## src/include/tag_mem_defs.svh

```systemverilog
// values must match the air interface decoder and the three-bank memory macro
`ifndef TAG_MEM_DEFS_SVH
`define TAG_MEM_DEFS_SVH

`define TAG_WORD_W          16
`define TAG_ADDR_W          6
`define TAG_BANK_DEPTH      64

// one-hot command vector from the decoder
`define RX_CMD_W            13
`define CMD_BIT_SELECT      4
`define CMD_BIT_READ        7
`define CMD_BIT_SENSOR_READ 11

`define MEMBANK_EPC         2'd1
`define SELECT_CODE_ADDR    6'd2

`endif

```

## src/tag_mem_pkg.sv

```systemverilog
// widths come from tag_mem_defs.svh so the include path must reach include/
`default_nettype none
`include "tag_mem_defs.svh"

package tag_mem_pkg;

    typedef logic [`TAG_WORD_W-1:0] word_t;
    typedef logic [`TAG_ADDR_W-1:0] word_addr_t;

    // one-hot bank lines of the macro
    typedef enum logic [2:0] {
        bank_epc     = 3'b001,
        bank_sensor1 = 3'b010,
        bank_sensor2 = 3'b100
    } mem_bank_t;

    typedef logic [2:0] sel_target_t;  // 0..3 session, 4 sl
    typedef logic [2:0] sel_action_t;
    typedef logic [1:0] session_t;
    typedef logic [2:0] sensor_code_t; // 1 and 2 valid, rest unused

endpackage

`default_nettype wire

```

## src/select_flags.sv

```systemverilog
// flags change only on code_valid and the mask is compared with the whole 16-bit code word
`timescale 1ns/1ps
`default_nettype none
`include "tag_mem_defs.svh"

module select_flags import tag_mem_pkg::*; (
    input  logic        clk,
    input  logic        reset,
    input  logic        select_req,
    input  sel_target_t sel_target,
    input  sel_action_t sel_action,
    input  word_t       mask,
    input  logic        code_valid,
    input  word_t       code_word,
    output session_t    session,
    output logic        sl_flag,
    output logic        inven_flag
);

    typedef enum logic [1:0] {
        FLAG_KEEP,
        FLAG_SET,
        FLAG_CLR,
        FLAG_TGL
    } flag_op_t;

    sel_target_t target_q;
    sel_action_t action_q;
    word_t       mask_q;
    logic        hit;
    flag_op_t    flag_op;

    assign hit = (mask_q == code_word);

    // action table
    always_comb begin
        flag_op = FLAG_KEEP;
        if (hit) begin
            case (action_q)
                3'd0, 3'd1: flag_op = FLAG_SET;
                3'd3:       flag_op = FLAG_TGL;
                3'd4, 3'd5: flag_op = FLAG_CLR;
                default:    flag_op = FLAG_KEEP;
            endcase
        end else begin
            case (action_q)
                3'd0, 3'd2: flag_op = FLAG_CLR;
                3'd4, 3'd6: flag_op = FLAG_SET;
                3'd7:       flag_op = FLAG_TGL;
                default:    flag_op = FLAG_KEEP;
            endcase
        end
    end

    function automatic logic apply_op(input flag_op_t op, input logic cur);
        case (op)
            FLAG_SET: apply_op = 1'b1;
            FLAG_CLR: apply_op = 1'b0;
            FLAG_TGL: apply_op = ~cur;
            default:  apply_op = cur;
        endcase
    endfunction

    always_ff @(posedge clk) begin
        if (select_req) begin
            target_q <= sel_target;
            action_q <= sel_action;
            mask_q   <= mask;
        end
    end

    always_ff @(posedge clk or posedge reset) begin
        if (reset) begin
            session    <= '0;
            sl_flag    <= 1'b1;
            inven_flag <= 1'b1;
        end else begin
            if (select_req && (sel_target < 3'd4)) begin
                session <= sel_target[1:0];
            end
            if (code_valid) begin
                if (target_q < 3'd4) begin
                    inven_flag <= apply_op(flag_op, inven_flag);
                end else if (target_q == 3'd4) begin
                    sl_flag <= apply_op(flag_op, sl_flag);
                end
            end
        end
    end

endmodule

`default_nettype wire

```

## src/bank_sequencer.sv

```systemverilog
// one word per start and start is ignored while busy; done comes 6 cycles after the start edge
`timescale 1ns/1ps
`default_nettype none
`include "tag_mem_defs.svh"

module bank_sequencer import tag_mem_pkg::*; (
    input  logic       clk,
    input  logic       reset,
    input  logic       start,
    input  logic       write,
    input  mem_bank_t  bank,
    input  word_addr_t addr,
    input  word_t      wr_data,
    output logic       busy,
    output logic       done,
    output word_t      rd_data,
    output mem_bank_t  mem_sel,
    output word_addr_t mem_address,
    output word_t      mem_data_out,
    output logic       pc_b,
    output logic       se,
    output logic       we,
    input  word_t      mem_read_in
);

    typedef enum logic [2:0] {
        S_IDLE,
        S_BANK,
        S_PRECHARGE,
        S_ADDR,
        S_STROBE,
        S_CAPTURE,
        S_FINISH
    } state_t;

    state_t     state;
    logic       wr_q;
    word_addr_t addr_q;
    word_t      data_q;

    assign busy = (state != S_IDLE);

    always_ff @(posedge clk or posedge reset) begin
        if (reset) begin
            state <= S_IDLE;
            wr_q  <= 1'b0;
            pc_b  <= 1'b1;
            se    <= 1'b0;
            we    <= 1'b0;
            done  <= 1'b0;
        end else begin
            done <= 1'b0;
            case (state)
                S_IDLE: begin
                    if (start) begin
                        wr_q  <= write;
                        state <= S_BANK;
                    end
                end
                S_BANK: begin
                    pc_b  <= 1'b0;      // precharge off for the access
                    state <= S_PRECHARGE;
                end
                S_PRECHARGE: begin
                    state <= S_ADDR;
                end
                S_ADDR: begin
                    se    <= ~wr_q;
                    we    <= wr_q;
                    state <= S_STROBE;
                end
                S_STROBE: begin
                    se    <= 1'b0;
                    we    <= 1'b0;
                    state <= S_CAPTURE;
                end
                S_CAPTURE: begin
                    pc_b  <= 1'b1;
                    state <= S_FINISH;
                end
                S_FINISH: begin
                    done  <= 1'b1;
                    state <= S_IDLE;
                end
                default: begin
                    state <= S_IDLE;
                end
            endcase
        end
    end

    // macro address and data lines hold until the next access
    always_ff @(posedge clk) begin
        case (state)
            S_IDLE: begin
                if (start) begin
                    mem_sel <= bank;
                    addr_q  <= addr;
                    data_q  <= wr_data;
                end
            end
            S_PRECHARGE: begin
                mem_address <= addr_q;
                if (wr_q) begin
                    mem_data_out <= data_q;
                end
            end
            S_STROBE: begin
                if (!wr_q) begin
                    rd_data <= mem_read_in;  // valid while se is high
                end
            end
            default: begin
            end
        endcase
    end

endmodule

`default_nettype wire

```

## src/command_ctrl.sv

```systemverilog
// packets are dropped unless idle and a new ADC sample replaces one still pending
`timescale 1ns/1ps
`default_nettype none
`include "tag_mem_defs.svh"

module command_ctrl import tag_mem_pkg::*; (
    input  logic                 clk,
    input  logic                 reset,
    input  logic                 packet_complete,
    input  logic [`RX_CMD_W-1:0] rx_cmd,
    input  logic [1:0]           membank,
    input  logic [7:0]           read_ptr,
    input  logic [7:0]           read_count,
    input  sensor_code_t         sensor_code,
    input  logic                 adc_ready,
    input  logic [7:0]           adc_data,
    input  logic [7:0]           time_stamp,
    output logic                 select_req,
    output logic                 code_valid,
    output logic                 seq_start,
    output logic                 seq_write,
    output mem_bank_t            seq_bank,
    output word_addr_t           seq_addr,
    output word_t                seq_wr_data,
    input  logic                 seq_busy,
    input  logic                 seq_done,
    input  word_t                seq_rd_data,
    input  logic                 ser_ready,
    output logic                 ser_load,
    output logic                 ser_last,
    output logic                 mem_done
);

    localparam logic [`TAG_ADDR_W:0] BANK_FULL = `TAG_BANK_DEPTH;

    logic [`TAG_ADDR_W:0] cnt_s1;
    logic [`TAG_ADDR_W:0] cnt_s2;
    logic [`TAG_ADDR_W:0] adc_cnt;
    logic [`TAG_ADDR_W:0] sensor_cnt;
    logic                 adc_pend;
    logic                 adc_s2;
    word_t                adc_word;
    logic                 wr_go;
    logic                 sel_pend;
    logic [7:0]           rd_left;
    word_addr_t           rd_addr;
    mem_bank_t            rd_bank;
    logic                 rd_step;
    logic                 inflight;
    logic                 op_wr;
    logic                 op_sel;
    logic                 idle;
    logic                 accept;
    logic                 epc_bank;
    logic                 sensor_ok;
    logic                 rd_epc;
    logic                 rd_sensor;
    logic [7:0]           epc_top;

    assign adc_cnt    = adc_s2 ? cnt_s2 : cnt_s1;
    assign wr_go      = adc_pend && (adc_cnt < BANK_FULL);
    assign sensor_ok  = (sensor_code == 3'd1) || (sensor_code == 3'd2);
    assign sensor_cnt = (sensor_code == 3'd2) ? cnt_s2 : cnt_s1;
    assign epc_bank   = (membank == `MEMBANK_EPC);
    assign epc_top    = read_ptr + read_count - 8'd1;

    assign idle      = !inflight && !seq_busy && (rd_left == 8'd0) && !sel_pend;
    assign accept    = packet_complete && idle;
    assign rd_epc    = accept && rx_cmd[`CMD_BIT_READ] && epc_bank && (read_count != 8'd0);
    assign rd_sensor = accept && rx_cmd[`CMD_BIT_SENSOR_READ] && sensor_ok;

    assign select_req = accept && rx_cmd[`CMD_BIT_SELECT] && epc_bank;

    // sample write first, then the select code word, then read words
    assign seq_start   = !inflight && !seq_busy
                         && (wr_go || sel_pend || ((rd_left != 8'd0) && ser_ready));
    assign rd_step     = seq_start && !wr_go && !sel_pend;
    assign seq_write   = wr_go;
    assign seq_bank    = wr_go ? (adc_s2 ? bank_sensor2 : bank_sensor1)
                               : (sel_pend ? bank_epc : rd_bank);
    assign seq_addr    = wr_go ? adc_cnt[`TAG_ADDR_W-1:0]
                               : (sel_pend ? `SELECT_CODE_ADDR : rd_addr);
    assign seq_wr_data = adc_word;

    assign code_valid = seq_done && op_sel;
    assign mem_done   = seq_done && op_wr;
    assign ser_load   = seq_done && !op_wr && !op_sel;
    assign ser_last   = (rd_left == 8'd0);  // counted down at start

    always_ff @(posedge clk or posedge reset) begin
        if (reset) begin
            cnt_s1   <= '0;
            cnt_s2   <= '0;
            adc_pend <= 1'b0;
            sel_pend <= 1'b0;
            rd_left  <= '0;
            inflight <= 1'b0;
            op_wr    <= 1'b0;
            op_sel   <= 1'b0;
        end else begin
            if (seq_start) begin
                inflight <= 1'b1;
                op_wr    <= wr_go;
                op_sel   <= !wr_go && sel_pend;
                if (wr_go) begin
                    adc_pend <= 1'b0;
                    if (adc_s2) begin
                        cnt_s2 <= cnt_s2 + 1'b1;
                    end else begin
                        cnt_s1 <= cnt_s1 + 1'b1;
                    end
                end else if (!sel_pend) begin
                    rd_left <= rd_left - 8'd1;
                end
            end else if (adc_pend && !wr_go) begin
                adc_pend <= 1'b0;  // bank full
            end
            if (seq_done) begin
                inflight <= 1'b0;
                if (op_sel) begin
                    sel_pend <= 1'b0;
                end
            end
            if (adc_ready && sensor_ok) begin
                adc_pend <= 1'b1;
            end
            if (select_req) begin
                sel_pend <= 1'b1;
            end else if (rd_epc) begin
                rd_left <= read_count;
            end else if (rd_sensor) begin
                rd_left <= {1'b0, sensor_cnt};  // empty bank sends nothing
            end
        end
    end

    always_ff @(posedge clk) begin
        if (adc_ready && sensor_ok) begin
            adc_word <= {time_stamp, adc_data};
            adc_s2   <= (sensor_code == 3'd2);
        end
        if (rd_epc) begin
            rd_addr <= epc_top[`TAG_ADDR_W-1:0];  // highest word first
            rd_bank <= bank_epc;
        end else if (rd_sensor) begin
            rd_addr <= sensor_cnt[`TAG_ADDR_W-1:0] - 1'b1;
            rd_bank <= (sensor_code == 3'd2) ? bank_sensor2 : bank_sensor1;
        end else if (rd_step) begin
            rd_addr <= rd_addr - 1'b1;
        end
    end

endmodule

`default_nettype wire

```

## src/word_serializer.sv

```systemverilog
// ready is low while a word shifts out and a load on the last bit continues the stream
`timescale 1ns/1ps
`default_nettype none
`include "tag_mem_defs.svh"

module word_serializer import tag_mem_pkg::*; (
    input  logic  clk,
    input  logic  reset,
    input  logic  load,
    input  logic  last,
    input  word_t word,
    output logic  ready,
    output logic  tx_bit,
    output logic  tx_bit_valid,
    output logic  tx_data_done
);

    word_t      shift_q;
    logic [3:0] bit_cnt;
    logic       last_q;
    logic       last_bit;

    assign last_bit     = tx_bit_valid && (bit_cnt == 4'd15);
    assign ready        = !tx_bit_valid || last_bit;
    assign tx_bit       = shift_q[0];  // lsb first
    assign tx_data_done = last_bit && last_q;

    always_ff @(posedge clk or posedge reset) begin
        if (reset) begin
            bit_cnt      <= '0;
            tx_bit_valid <= 1'b0;
            last_q       <= 1'b0;
        end else if (load && ready) begin
            bit_cnt      <= '0;
            tx_bit_valid <= 1'b1;
            last_q       <= last;
        end else if (tx_bit_valid) begin
            bit_cnt <= bit_cnt + 4'd1;
            if (last_bit) begin
                tx_bit_valid <= 1'b0;
            end
        end
    end

    always_ff @(posedge clk) begin
        if (load && ready) begin
            shift_q <= word;
        end else if (tx_bit_valid) begin
            shift_q <= shift_q >> 1;
        end
    end

endmodule

`default_nettype wire

```

## src/tag_mem_top.sv

```systemverilog
// the macro must drive mem_read_in combinationally while se is high
`timescale 1ns/1ps
`default_nettype none
`include "tag_mem_defs.svh"

module tag_mem_top import tag_mem_pkg::*; (
    input  logic                 clk,
    input  logic                 reset,
    input  logic                 packet_complete,
    input  logic [`RX_CMD_W-1:0] rx_cmd,
    input  sel_target_t          sel_target,
    input  sel_action_t          sel_action,
    input  word_t                mask,
    input  logic [1:0]           membank,
    input  logic [7:0]           read_ptr,
    input  logic [7:0]           read_count,
    input  sensor_code_t         sensor_code,
    input  logic                 adc_ready,
    input  logic [7:0]           adc_data,
    input  logic [7:0]           time_stamp,
    input  word_t                mem_read_in,
    output word_t                mem_data_out,
    output word_addr_t           mem_address,
    output mem_bank_t            mem_sel,
    output logic                 pc_b,
    output logic                 se,
    output logic                 we,
    output logic                 tx_bit,
    output logic                 tx_bit_valid,
    output logic                 tx_data_done,
    output logic                 mem_done,
    output logic                 sl_flag,
    output logic                 inven_flag,
    output session_t             session
);

    logic       select_req;
    logic       code_valid;
    logic       seq_start;
    logic       seq_write;
    mem_bank_t  seq_bank;
    word_addr_t seq_addr;
    word_t      seq_wr_data;
    logic       seq_busy;
    logic       seq_done;
    word_t      seq_rd_data;
    logic       ser_ready;
    logic       ser_load;
    logic       ser_last;

    command_ctrl u_command_ctrl (
        .clk             (clk),
        .reset           (reset),
        .packet_complete (packet_complete),
        .rx_cmd          (rx_cmd),
        .membank         (membank),
        .read_ptr        (read_ptr),
        .read_count      (read_count),
        .sensor_code     (sensor_code),
        .adc_ready       (adc_ready),
        .adc_data        (adc_data),
        .time_stamp      (time_stamp),
        .select_req      (select_req),
        .code_valid      (code_valid),
        .seq_start       (seq_start),
        .seq_write       (seq_write),
        .seq_bank        (seq_bank),
        .seq_addr        (seq_addr),
        .seq_wr_data     (seq_wr_data),
        .seq_busy        (seq_busy),
        .seq_done        (seq_done),
        .seq_rd_data     (seq_rd_data),
        .ser_ready       (ser_ready),
        .ser_load        (ser_load),
        .ser_last        (ser_last),
        .mem_done        (mem_done)
    );

    bank_sequencer u_bank_sequencer (
        .clk          (clk),
        .reset        (reset),
        .start        (seq_start),
        .write        (seq_write),
        .bank         (seq_bank),
        .addr         (seq_addr),
        .wr_data      (seq_wr_data),
        .busy         (seq_busy),
        .done         (seq_done),
        .rd_data      (seq_rd_data),
        .mem_sel      (mem_sel),
        .mem_address  (mem_address),
        .mem_data_out (mem_data_out),
        .pc_b         (pc_b),
        .se           (se),
        .we           (we),
        .mem_read_in  (mem_read_in)
    );

    word_serializer u_word_serializer (
        .clk          (clk),
        .reset        (reset),
        .load         (ser_load),
        .last         (ser_last),
        .word         (seq_rd_data),
        .ready        (ser_ready),
        .tx_bit       (tx_bit),
        .tx_bit_valid (tx_bit_valid),
        .tx_data_done (tx_data_done)
    );

    // code word comes straight from the sequencer read data
    select_flags u_select_flags (
        .clk        (clk),
        .reset      (reset),
        .select_req (select_req),
        .sel_target (sel_target),
        .sel_action (sel_action),
        .mask       (mask),
        .code_valid (code_valid),
        .code_word  (seq_rd_data),
        .session    (session),
        .sl_flag    (sl_flag),
        .inven_flag (inven_flag)
    );

endmodule

`default_nettype wire

```

## config.mk

```make
export PLATFORM = sky130hd
export DESIGN_NAME = tag_mem_top
export DESIGN_NICKNAME = d
export VERILOG_FILES = /design/src/tag_mem_pkg.sv /design/src/select_flags.sv /design/src/bank_sequencer.sv /design/src/command_ctrl.sv /design/src/word_serializer.sv /design/src/tag_mem_top.sv
export VERILOG_INCLUDE_DIRS = /design/src /design/src/include
export SDC_FILE = /design/constraint.sdc
export NUM_CORES = 1
export LEC_CHECK = 0
export BUFFER_PORTS_ARGS = -buffer_cell sky130_fd_sc_hd__buf_2
export CAP_MARGIN = 5
export CORE_MARGIN = 2
export CORE_UTILIZATION = 35
export DETAILED_ROUTE_END_ITERATION = 7
export GPL_TIMING_DRIVEN = 0
export SYNTH_ARGS = -nofsm -noshare
export SYNTH_HDL_FRONTEND = slang
export SYNTH_SLANG_ARGS = --single-unit
```

## constraint.sdc

```tcl
create_clock -name clk -period 4 [get_ports clk]
set_clock_uncertainty 0.15 [all_clocks]
set_input_delay 0.6 -clock clk [delete_from_list [all_inputs] [get_ports clk]]
set_output_delay 0.6 -clock clk [all_outputs]
set_load 0.05 [all_outputs]
```

[Yosys cells after proc, flatten, opt, wreduce, memory -nomap -nowiden]
Index checks and enable logic that the tools add are counted.
Storage, ports and cells
  flip-flop bits (word level): 172
  latch bits: 0
  memory bits (writable): 0
  bits in read-only memories: 0
  input bits: 92
  word-level logic and storage cells: 184
  memories kept: 0
Cells by class
  $add $sub $neg: 8
  multiply operators: 0
  divide/modulo/power cells: 0
  order comparisons: 3
  equality and inequality tests: 24
  shift operators: 0
  multiplexer cells: 44
  bitwise operators: 5
  reduce and logical (&&, ||, !) cells: 66
Operators with widths (count)
  8-bit two-way mux: 6
  16-bit two-way mux: 2
  6-bit two-way mux: 5
  1-bit logical AND: 27
  3-bit == test (second input constant): 8
  3-bit one-hot mux with 6 select lines: 1
  6-bit by 1-bit subtractor with 6-bit output (second input constant): 3
  16-bit == test: 1
  8-bit nonzero test: 2
  3-bit by 2-bit == test with 1-bit output (second input constant): 5
  3-bit two-way mux: 5
  7-bit by 1-bit adder with 7-bit output (second input constant): 2
  7-bit two-way mux: 2
  1-bit two-way mux: 13
  2-bit one-hot mux with 3 select lines: 2
  2-bit nonzero test: 6
  3-bit nonzero test: 4
  2-bit AND reduction: 5
  3-bit by 1-bit == test with 1-bit output (second input constant): 3
  3-bit AND reduction: 3
  8-bit logical NOT: 1
  4-bit two-way mux: 2
  2-bit OR reduction: 4
  8-bit by 1-bit subtractor with 8-bit output (second input constant): 1
  other kinds (17): 37

[Longest topological paths before layout]
  depth after elaboration: 11
  depth in mapped cells: 12

[Modules after synthesis]
From an unflattened synthesis, not the netlist that was laid out.
Unflattened totals
  cells, all modules: 562
  area total of the unflattened synthesis: 7534.7 um2
Modules (own cells, without submodules)
  command_ctrl: instances 1, cells an instance 326, area each 3151.8 um2, sequential area each 1426.4 um2
  bank_sequencer: instances 1, cells an instance 100, area each 2264.7 um2, sequential area each 2093.3 um2
  select_flags: instances 1, cells an instance 69, area each 1093.5 um2, sequential area each 763.2 um2
  word_serializer: instances 1, cells an instance 67, area each 1024.7 um2, sequential area each 630.6 um2

[Worst setup path before layout]
No wires, ideal clock.
  path type: flip-flop to flip-flop
  start point: reg u_bank_sequencer.state[2]
  end point: reg u_bank_sequencer.rd_data[0] (enable)
  setup time: 0.436 ns
  arrival time: 2.461 ns
  path slack: 0.953 ns
  cell stages (with the launch flop): 3
  path buffers: 1
  clock period less this slack: 3.047 ns
  cell sequence: dfrtp_1 clkbuf_1 nor4b_1
On the way
  word-level cells in the longest chain between the ends: 2
RTL lines
  from (decl): line bank_sequencer.sv:36  | state_t state;
  from (signal assigned): line bank_sequencer.sv:45  | state <= S_IDLE;
  from (signal assigned): line bank_sequencer.sv:57  | state <= S_BANK;
  from (signal assigned): line bank_sequencer.sv:62  | state <= S_PRECHARGE;
  3-bit == test: line bank_sequencer.sv:94  | case (state)
  2-bit AND reduction (no source line)
  to (signal assigned): line bank_sequencer.sv:110  | rd_data <= mem_read_in;
  to (decl): line bank_sequencer.sv:16  | output word_t rd_data,
No other way between the ends.
A chain may end at the register's enable or synchronous reset.

[Worst setup path in the final report]
  start point: reg u_command_ctrl.rd_left[0]
  end point: reg u_select_flags.mask_q[4] (enable)
On the way
  word-level cells in the longest chain between the ends: 6
RTL lines
  from (decl): line command_ctrl.sv:45  | logic [7:0] rd_left;
  from (signal assigned): line command_ctrl.sv:113  | rd_left <= rd_left - 8'd1;
  from (signal assigned): line command_ctrl.sv:130  | rd_left <= read_count;
  from (signal assigned): line command_ctrl.sv:132  | rd_left <= {1'b0, sensor_cnt};
  8-bit logical NOT: line command_ctrl.sv:67  | assign idle = !inflight && !seq_busy && (rd_left == 8'd0) && !sel_pend;
  1-bit logical AND (2 in a row): line command_ctrl.sv:67
  1-bit logical AND: line command_ctrl.sv:68  | assign accept = packet_complete && idle;
  1-bit logical AND (2 in a row): line command_ctrl.sv:72  | assign select_req = accept && rx_cmd[`CMD_BIT_SELECT] && epc_bank;
  named net select_req: line tag_mem_top.sv:37  | logic select_req;
  to (signal assigned): line select_flags.sv:68  | mask_q <= mask;
  to (decl): line select_flags.sv:29  | word_t mask_q;
The timed path passes the listed nets, and every way through them passes these cells.

==> metrics.md <==
| Metric | Value |
|---|---|
| Port buffer count | 115 |
| Min setup slack post-route | between 900 and 1000 ps |
| Finished Cell Area | 8820 um2 |
| Post-route DRC | 0 |
| Max Cap Violations | 0 |
| Drt total wl | 14.8 mm |
| Cell Rows | 52 |
| Crit-path slowest cell | sky130_fd_sc_hd__inv_1 |
| Finished Core Util | 0.433 |
| TritonCTS clock tree | done |
| Commonest register cell after synthesis | sky130_fd_sc_hd__edfxtp_1 |
| Detailed placer's ending HPWL | between 10 and 15 mm |
| Cell area after synthesis | 7300 um2 |
| Transition at the pin with the smallest max-transition slack | between 1000 and 1500 ps |
| Clock transition time at the flip-flop clock pins of the worst setup and hold paths | around 70 ps |
| # IOs | between 100 and 150 |
| Area share of the largest cell type after synthesis | 0.510 |
| Final cell count without fillers | approximately 940 |
| Maximum buffer depth of the clock tree | 2 |
| Reg power frac | 0.483 |
| Maximum clock rate | around 330 MHz |
| Number of hold violations in the final report | 0 |
| Yosys warnings | 0 |
| Number of antenna violations at the first check in global routing | 1 |
| Leak | 3.48 nW |
| Initial standard-cell utilization of the core | 0.359 |
| Cells after synthesis | 521 |
| Vias in the first global route | between 4,000 and 5,000 |
| Area of the placeable core | 20,400 um2 |
| Proportion of power drawn by combinational gates | 0.234 |
| Startpoint types | register |
| Placed Instances | 909 |
| Power dissipated by switching net loads | 1.76 mW |
| Count leader, synth | sky130_fd_sc_hd__edfxtp_1 |
| Post-CTS setup buffers | 0 |
| Number of synthesized register bits | about 170 |
| Die Outline Area | roughly 22,000 um2 |
| Count of distinct cell types in the synthesized netlist | 59 |
| Final weighted congestion of routability-driven global placement | between 0.8 and 0.9 |
| Area growth from synthesis to layout | 20.8% |
| Number of buffers and inverters on the critical path | 2 |
| Wire length of the first global-routing pass | ~24 mm |
| Total global routing overflow | 0 |
| Ys async rst share | 0.262 |
| Source-to-sink clock delay at the later pin of the worst-skew pair | roughly 430 ps |
| Count of TritonRoute iterations in the first routing pass | 6 |
| H-tree depth reported by CTS | 4 |
| CTS Buf Count | 17 |
| Post-synth top area cell | sky130_fd_sc_hd__edfxtp_1 |
| Pin count of the biggest net entering global routing | between 40 and 50 |
| Fin Setup TNS | 0 ps |
| Peak ir drop on the vdd network | 0.000229 V |
| Overall Global Routing Usage | 0.141 |
| Switching share of power | 0.322 |
| Power density normalized to cell area | just over 600 nW/um2 |
| Type of the most critical hold path | input port to register |
| Number of flops mapped to enable cells by yosys | roughly 120 |
| Minimum clock period after layout | around 3000 ps |
| Pins over their slew limit | 0 |
| Mean routed wirelength per cell | roughly 16 um |
| Worst slew slack as a fraction of its limit | 0.244 |
| Horizontal extent of the die | approximately 150 um |
| Setup slack at placement | 693 ps |
| Most numerous cell types in the synthesized netlist | 124 x sky130_fd_sc_hd__edfxtp_1, 42 x sky130_fd_sc_hd__dfrtp_1, 39 x sky130_fd_sc_hd__nand2_1 |
| Required arrival time at the worst endpoint | 3890 ps |
| Share of total power in the clock network | 0.284 |
| Part of the Yosys area used for sequential elements | 0.673 |
| Drt initial violations | approximately 280 |
| Slowest cell delay on critical path | a little under 900 ps |
| Layout net count | around 770 |
| Die height | around 150 um |
| Class of the most critical setup path | register to register |
| Mean Syn Cell Area | between 10 and 15 um2 |
| Share of cells above drive strength 1 | 0.299 |
| Number of endpoints failing setup at the final stage | 0 |
| Number of vias in the routed layout | approximately 4,500 |
| Root buf cell | sky130_fd_sc_hd__clkbuf_16 |
| Worst-path maximum fanout | 27 |
| Synth area leaders | sky130_fd_sc_hd__edfxtp_1 51%, sky130_fd_sc_hd__dfrtp_1 14%, sky130_fd_sc_hd__xnor2_1 3.8% |
| Internal power component | approximately 3.7 mW |
| Cell chain of the critical path | inv_1 > ha_1 > nor3b_1 > and4_4 > nand3_1 > inv_1 |
| Endpoint kind of the worst setup timing path | register |
| Data arrival time of the critical path | 2900 ps |
| Number of nets with antenna violations after routing | 0 |
| Clock tree sinks | 172 |
| Outcome | complete, no violations |
| Cts-stage hold buffer count | 1 |
| Period Utilization, post-route | 0.752 |
| Setup repair after global routing missed its margin | false |
| Most Frequent Cell on Critical Path | sky130_fd_sc_hd__inv_1 |
| Placed standard-cell area | approximately 8300 um2 |
| Synth Net Count | between 600 and 700 |
| Post-CTS resize count | 0 |
| Crit path max-delay family | buffers and inverters |
| Vias per Instance | around 4.8 |
==> cell type report <==
class | count | area, um2
antenna | 1 | 2.50
buffer | 11 | 61.3
clock buffer | 18 | 429
clock inverter | 14 | 120
fill | 1880 | 11500
inverter | 35 | 131
multi-input combinational | 303 | 2200
sequential | 172 | 4910
tap | 270 | 338
timing repair buffer | 119 | 624
==> metrics by stage <==
stage	hold slack [ps]	total power, mW
floorplan	250	3.56
global placement	251	3.90
detailed placement	255	3.97
CTS	173	5.54
global route	173	5.76
finish	193	5.46
==> cell families after synthesis <==
| group | count (synthesis) | share of synthesized area |
|---|---|---|
| mux | 37 | 0.0546 |
| compound gates | 68 | 0.0601 |
| simple gates | 132 | 0.0978 |
| buf+inv | 46 | 0.0264 |
| fa+ha+maj | 16 | 0.0284 |
| flops | 172 | 0.673 |
| xor+xnor | 50 | 0.0600 |
==> routing by layer <==
layer / part of all wire / up-vias / track usage
li1: - / 2179 / -
met4: 0.011 / 0 / 0.0486
met1: 0.44 / 2191 / 0.176
met5: 0 / - / 0
met3: 0.052 / 15 / 0.0377
met2: 0.50 / 117 / 0.237
==> worst reg2reg max path, cell delays in order (launching register included) <==
cell                      delay (ps)
sky130_fd_sc_hd__dfrtp_1         410
sky130_fd_sc_hd__inv_1            90
sky130_fd_sc_hd__ha_1            140
sky130_fd_sc_hd__nor3b_1         330
sky130_fd_sc_hd__and4_4          340
sky130_fd_sc_hd__nand3_1         280
sky130_fd_sc_hd__inv_1           870
==> power by group through the flow <==
stage | registers [mW] | logic, mW | clock network (mW)
after floorplan | 2.87 | 0.695 | 0
after global placement | 2.66 | 1.24 | 0
after detailed placement | 2.67 | 1.29 | 0
after CTS | 2.64 | 1.30 | 1.59
after global routing | 2.68 | 1.41 | 1.67
final | 2.63 | 1.27 | 1.55
==> layout by cell type, fill, tap and decap left out, types with 3 or more instances in the layout <==
master,instances
sky130_fd_sc_hd__a211oi_1,4
sky130_fd_sc_hd__a21o_1,6
sky130_fd_sc_hd__a21oi_1,16
sky130_fd_sc_hd__a222oi_1,4
sky130_fd_sc_hd__a2bb2oi_1,3
sky130_fd_sc_hd__and2_1,5
sky130_fd_sc_hd__buf_2,119
sky130_fd_sc_hd__clkbuf_1,6
sky130_fd_sc_hd__clkbuf_16,17
sky130_fd_sc_hd__clkinv_2,4
sky130_fd_sc_hd__clkinvlp_4,3
sky130_fd_sc_hd__dfrtp_1,42
sky130_fd_sc_hd__dfstp_2,3
sky130_fd_sc_hd__dfxtp_1,3
sky130_fd_sc_hd__edfxtp_1,124
sky130_fd_sc_hd__ha_1,15
sky130_fd_sc_hd__inv_1,33
sky130_fd_sc_hd__inv_6,3
sky130_fd_sc_hd__mux2_2,23
sky130_fd_sc_hd__mux2i_1,14
sky130_fd_sc_hd__nand2_1,39
sky130_fd_sc_hd__nand3_1,7
sky130_fd_sc_hd__nand4_1,8
sky130_fd_sc_hd__nor2_1,28
sky130_fd_sc_hd__nor2b_1,3
sky130_fd_sc_hd__nor3_1,13
sky130_fd_sc_hd__nor3_2,3
sky130_fd_sc_hd__nor3b_1,4
sky130_fd_sc_hd__o21ai_0,17
sky130_fd_sc_hd__o31ai_1,3
sky130_fd_sc_hd__xnor2_1,32
sky130_fd_sc_hd__xor2_1,18
==> state kept, by name (all words and copies together), names as in the netlist, 4 cells and up <==
name                           count
u_bank_sequencer.data_q           16
u_bank_sequencer.mem_data_out     16
u_bank_sequencer.rd_data          16
u_command_ctrl.seq_wr_data        16
u_select_flags.mask_q             16
u_word_serializer.shift_q         16
u_command_ctrl.rd_left             8
u_command_ctrl.cnt_s1              7
u_command_ctrl.cnt_s2              7
u_bank_sequencer.addr_q            6
u_bank_sequencer.mem_address       6
u_command_ctrl.rd_addr             6
u_word_serializer.bit_cnt          4
==> final timing paths <==
path / startpoint / to / slack, ps / depth (start not counted)
setup / recovery: u_command_ctrl.rd_left[0] / u_select_flags.mask_q[4] / 990 / 6
hold / removal: sel_action[2] / u_select_flags.action_q[2] / 190 / 1
setup reg to reg: u_command_ctrl.rd_left[0] / u_select_flags.mask_q[4] / 990 / 6
hold reg to reg: u_command_ctrl.seq_wr_data[7] / u_bank_sequencer.data_q[7] / 270 / 0
max in group asynchronous: reset / u_bank_sequencer.pc_b / 2780 / 4
min in group asynchronous: reset / u_select_flags.session[1] / 420 / 3
No activity file was read; power rests on OpenSTA's default activity.
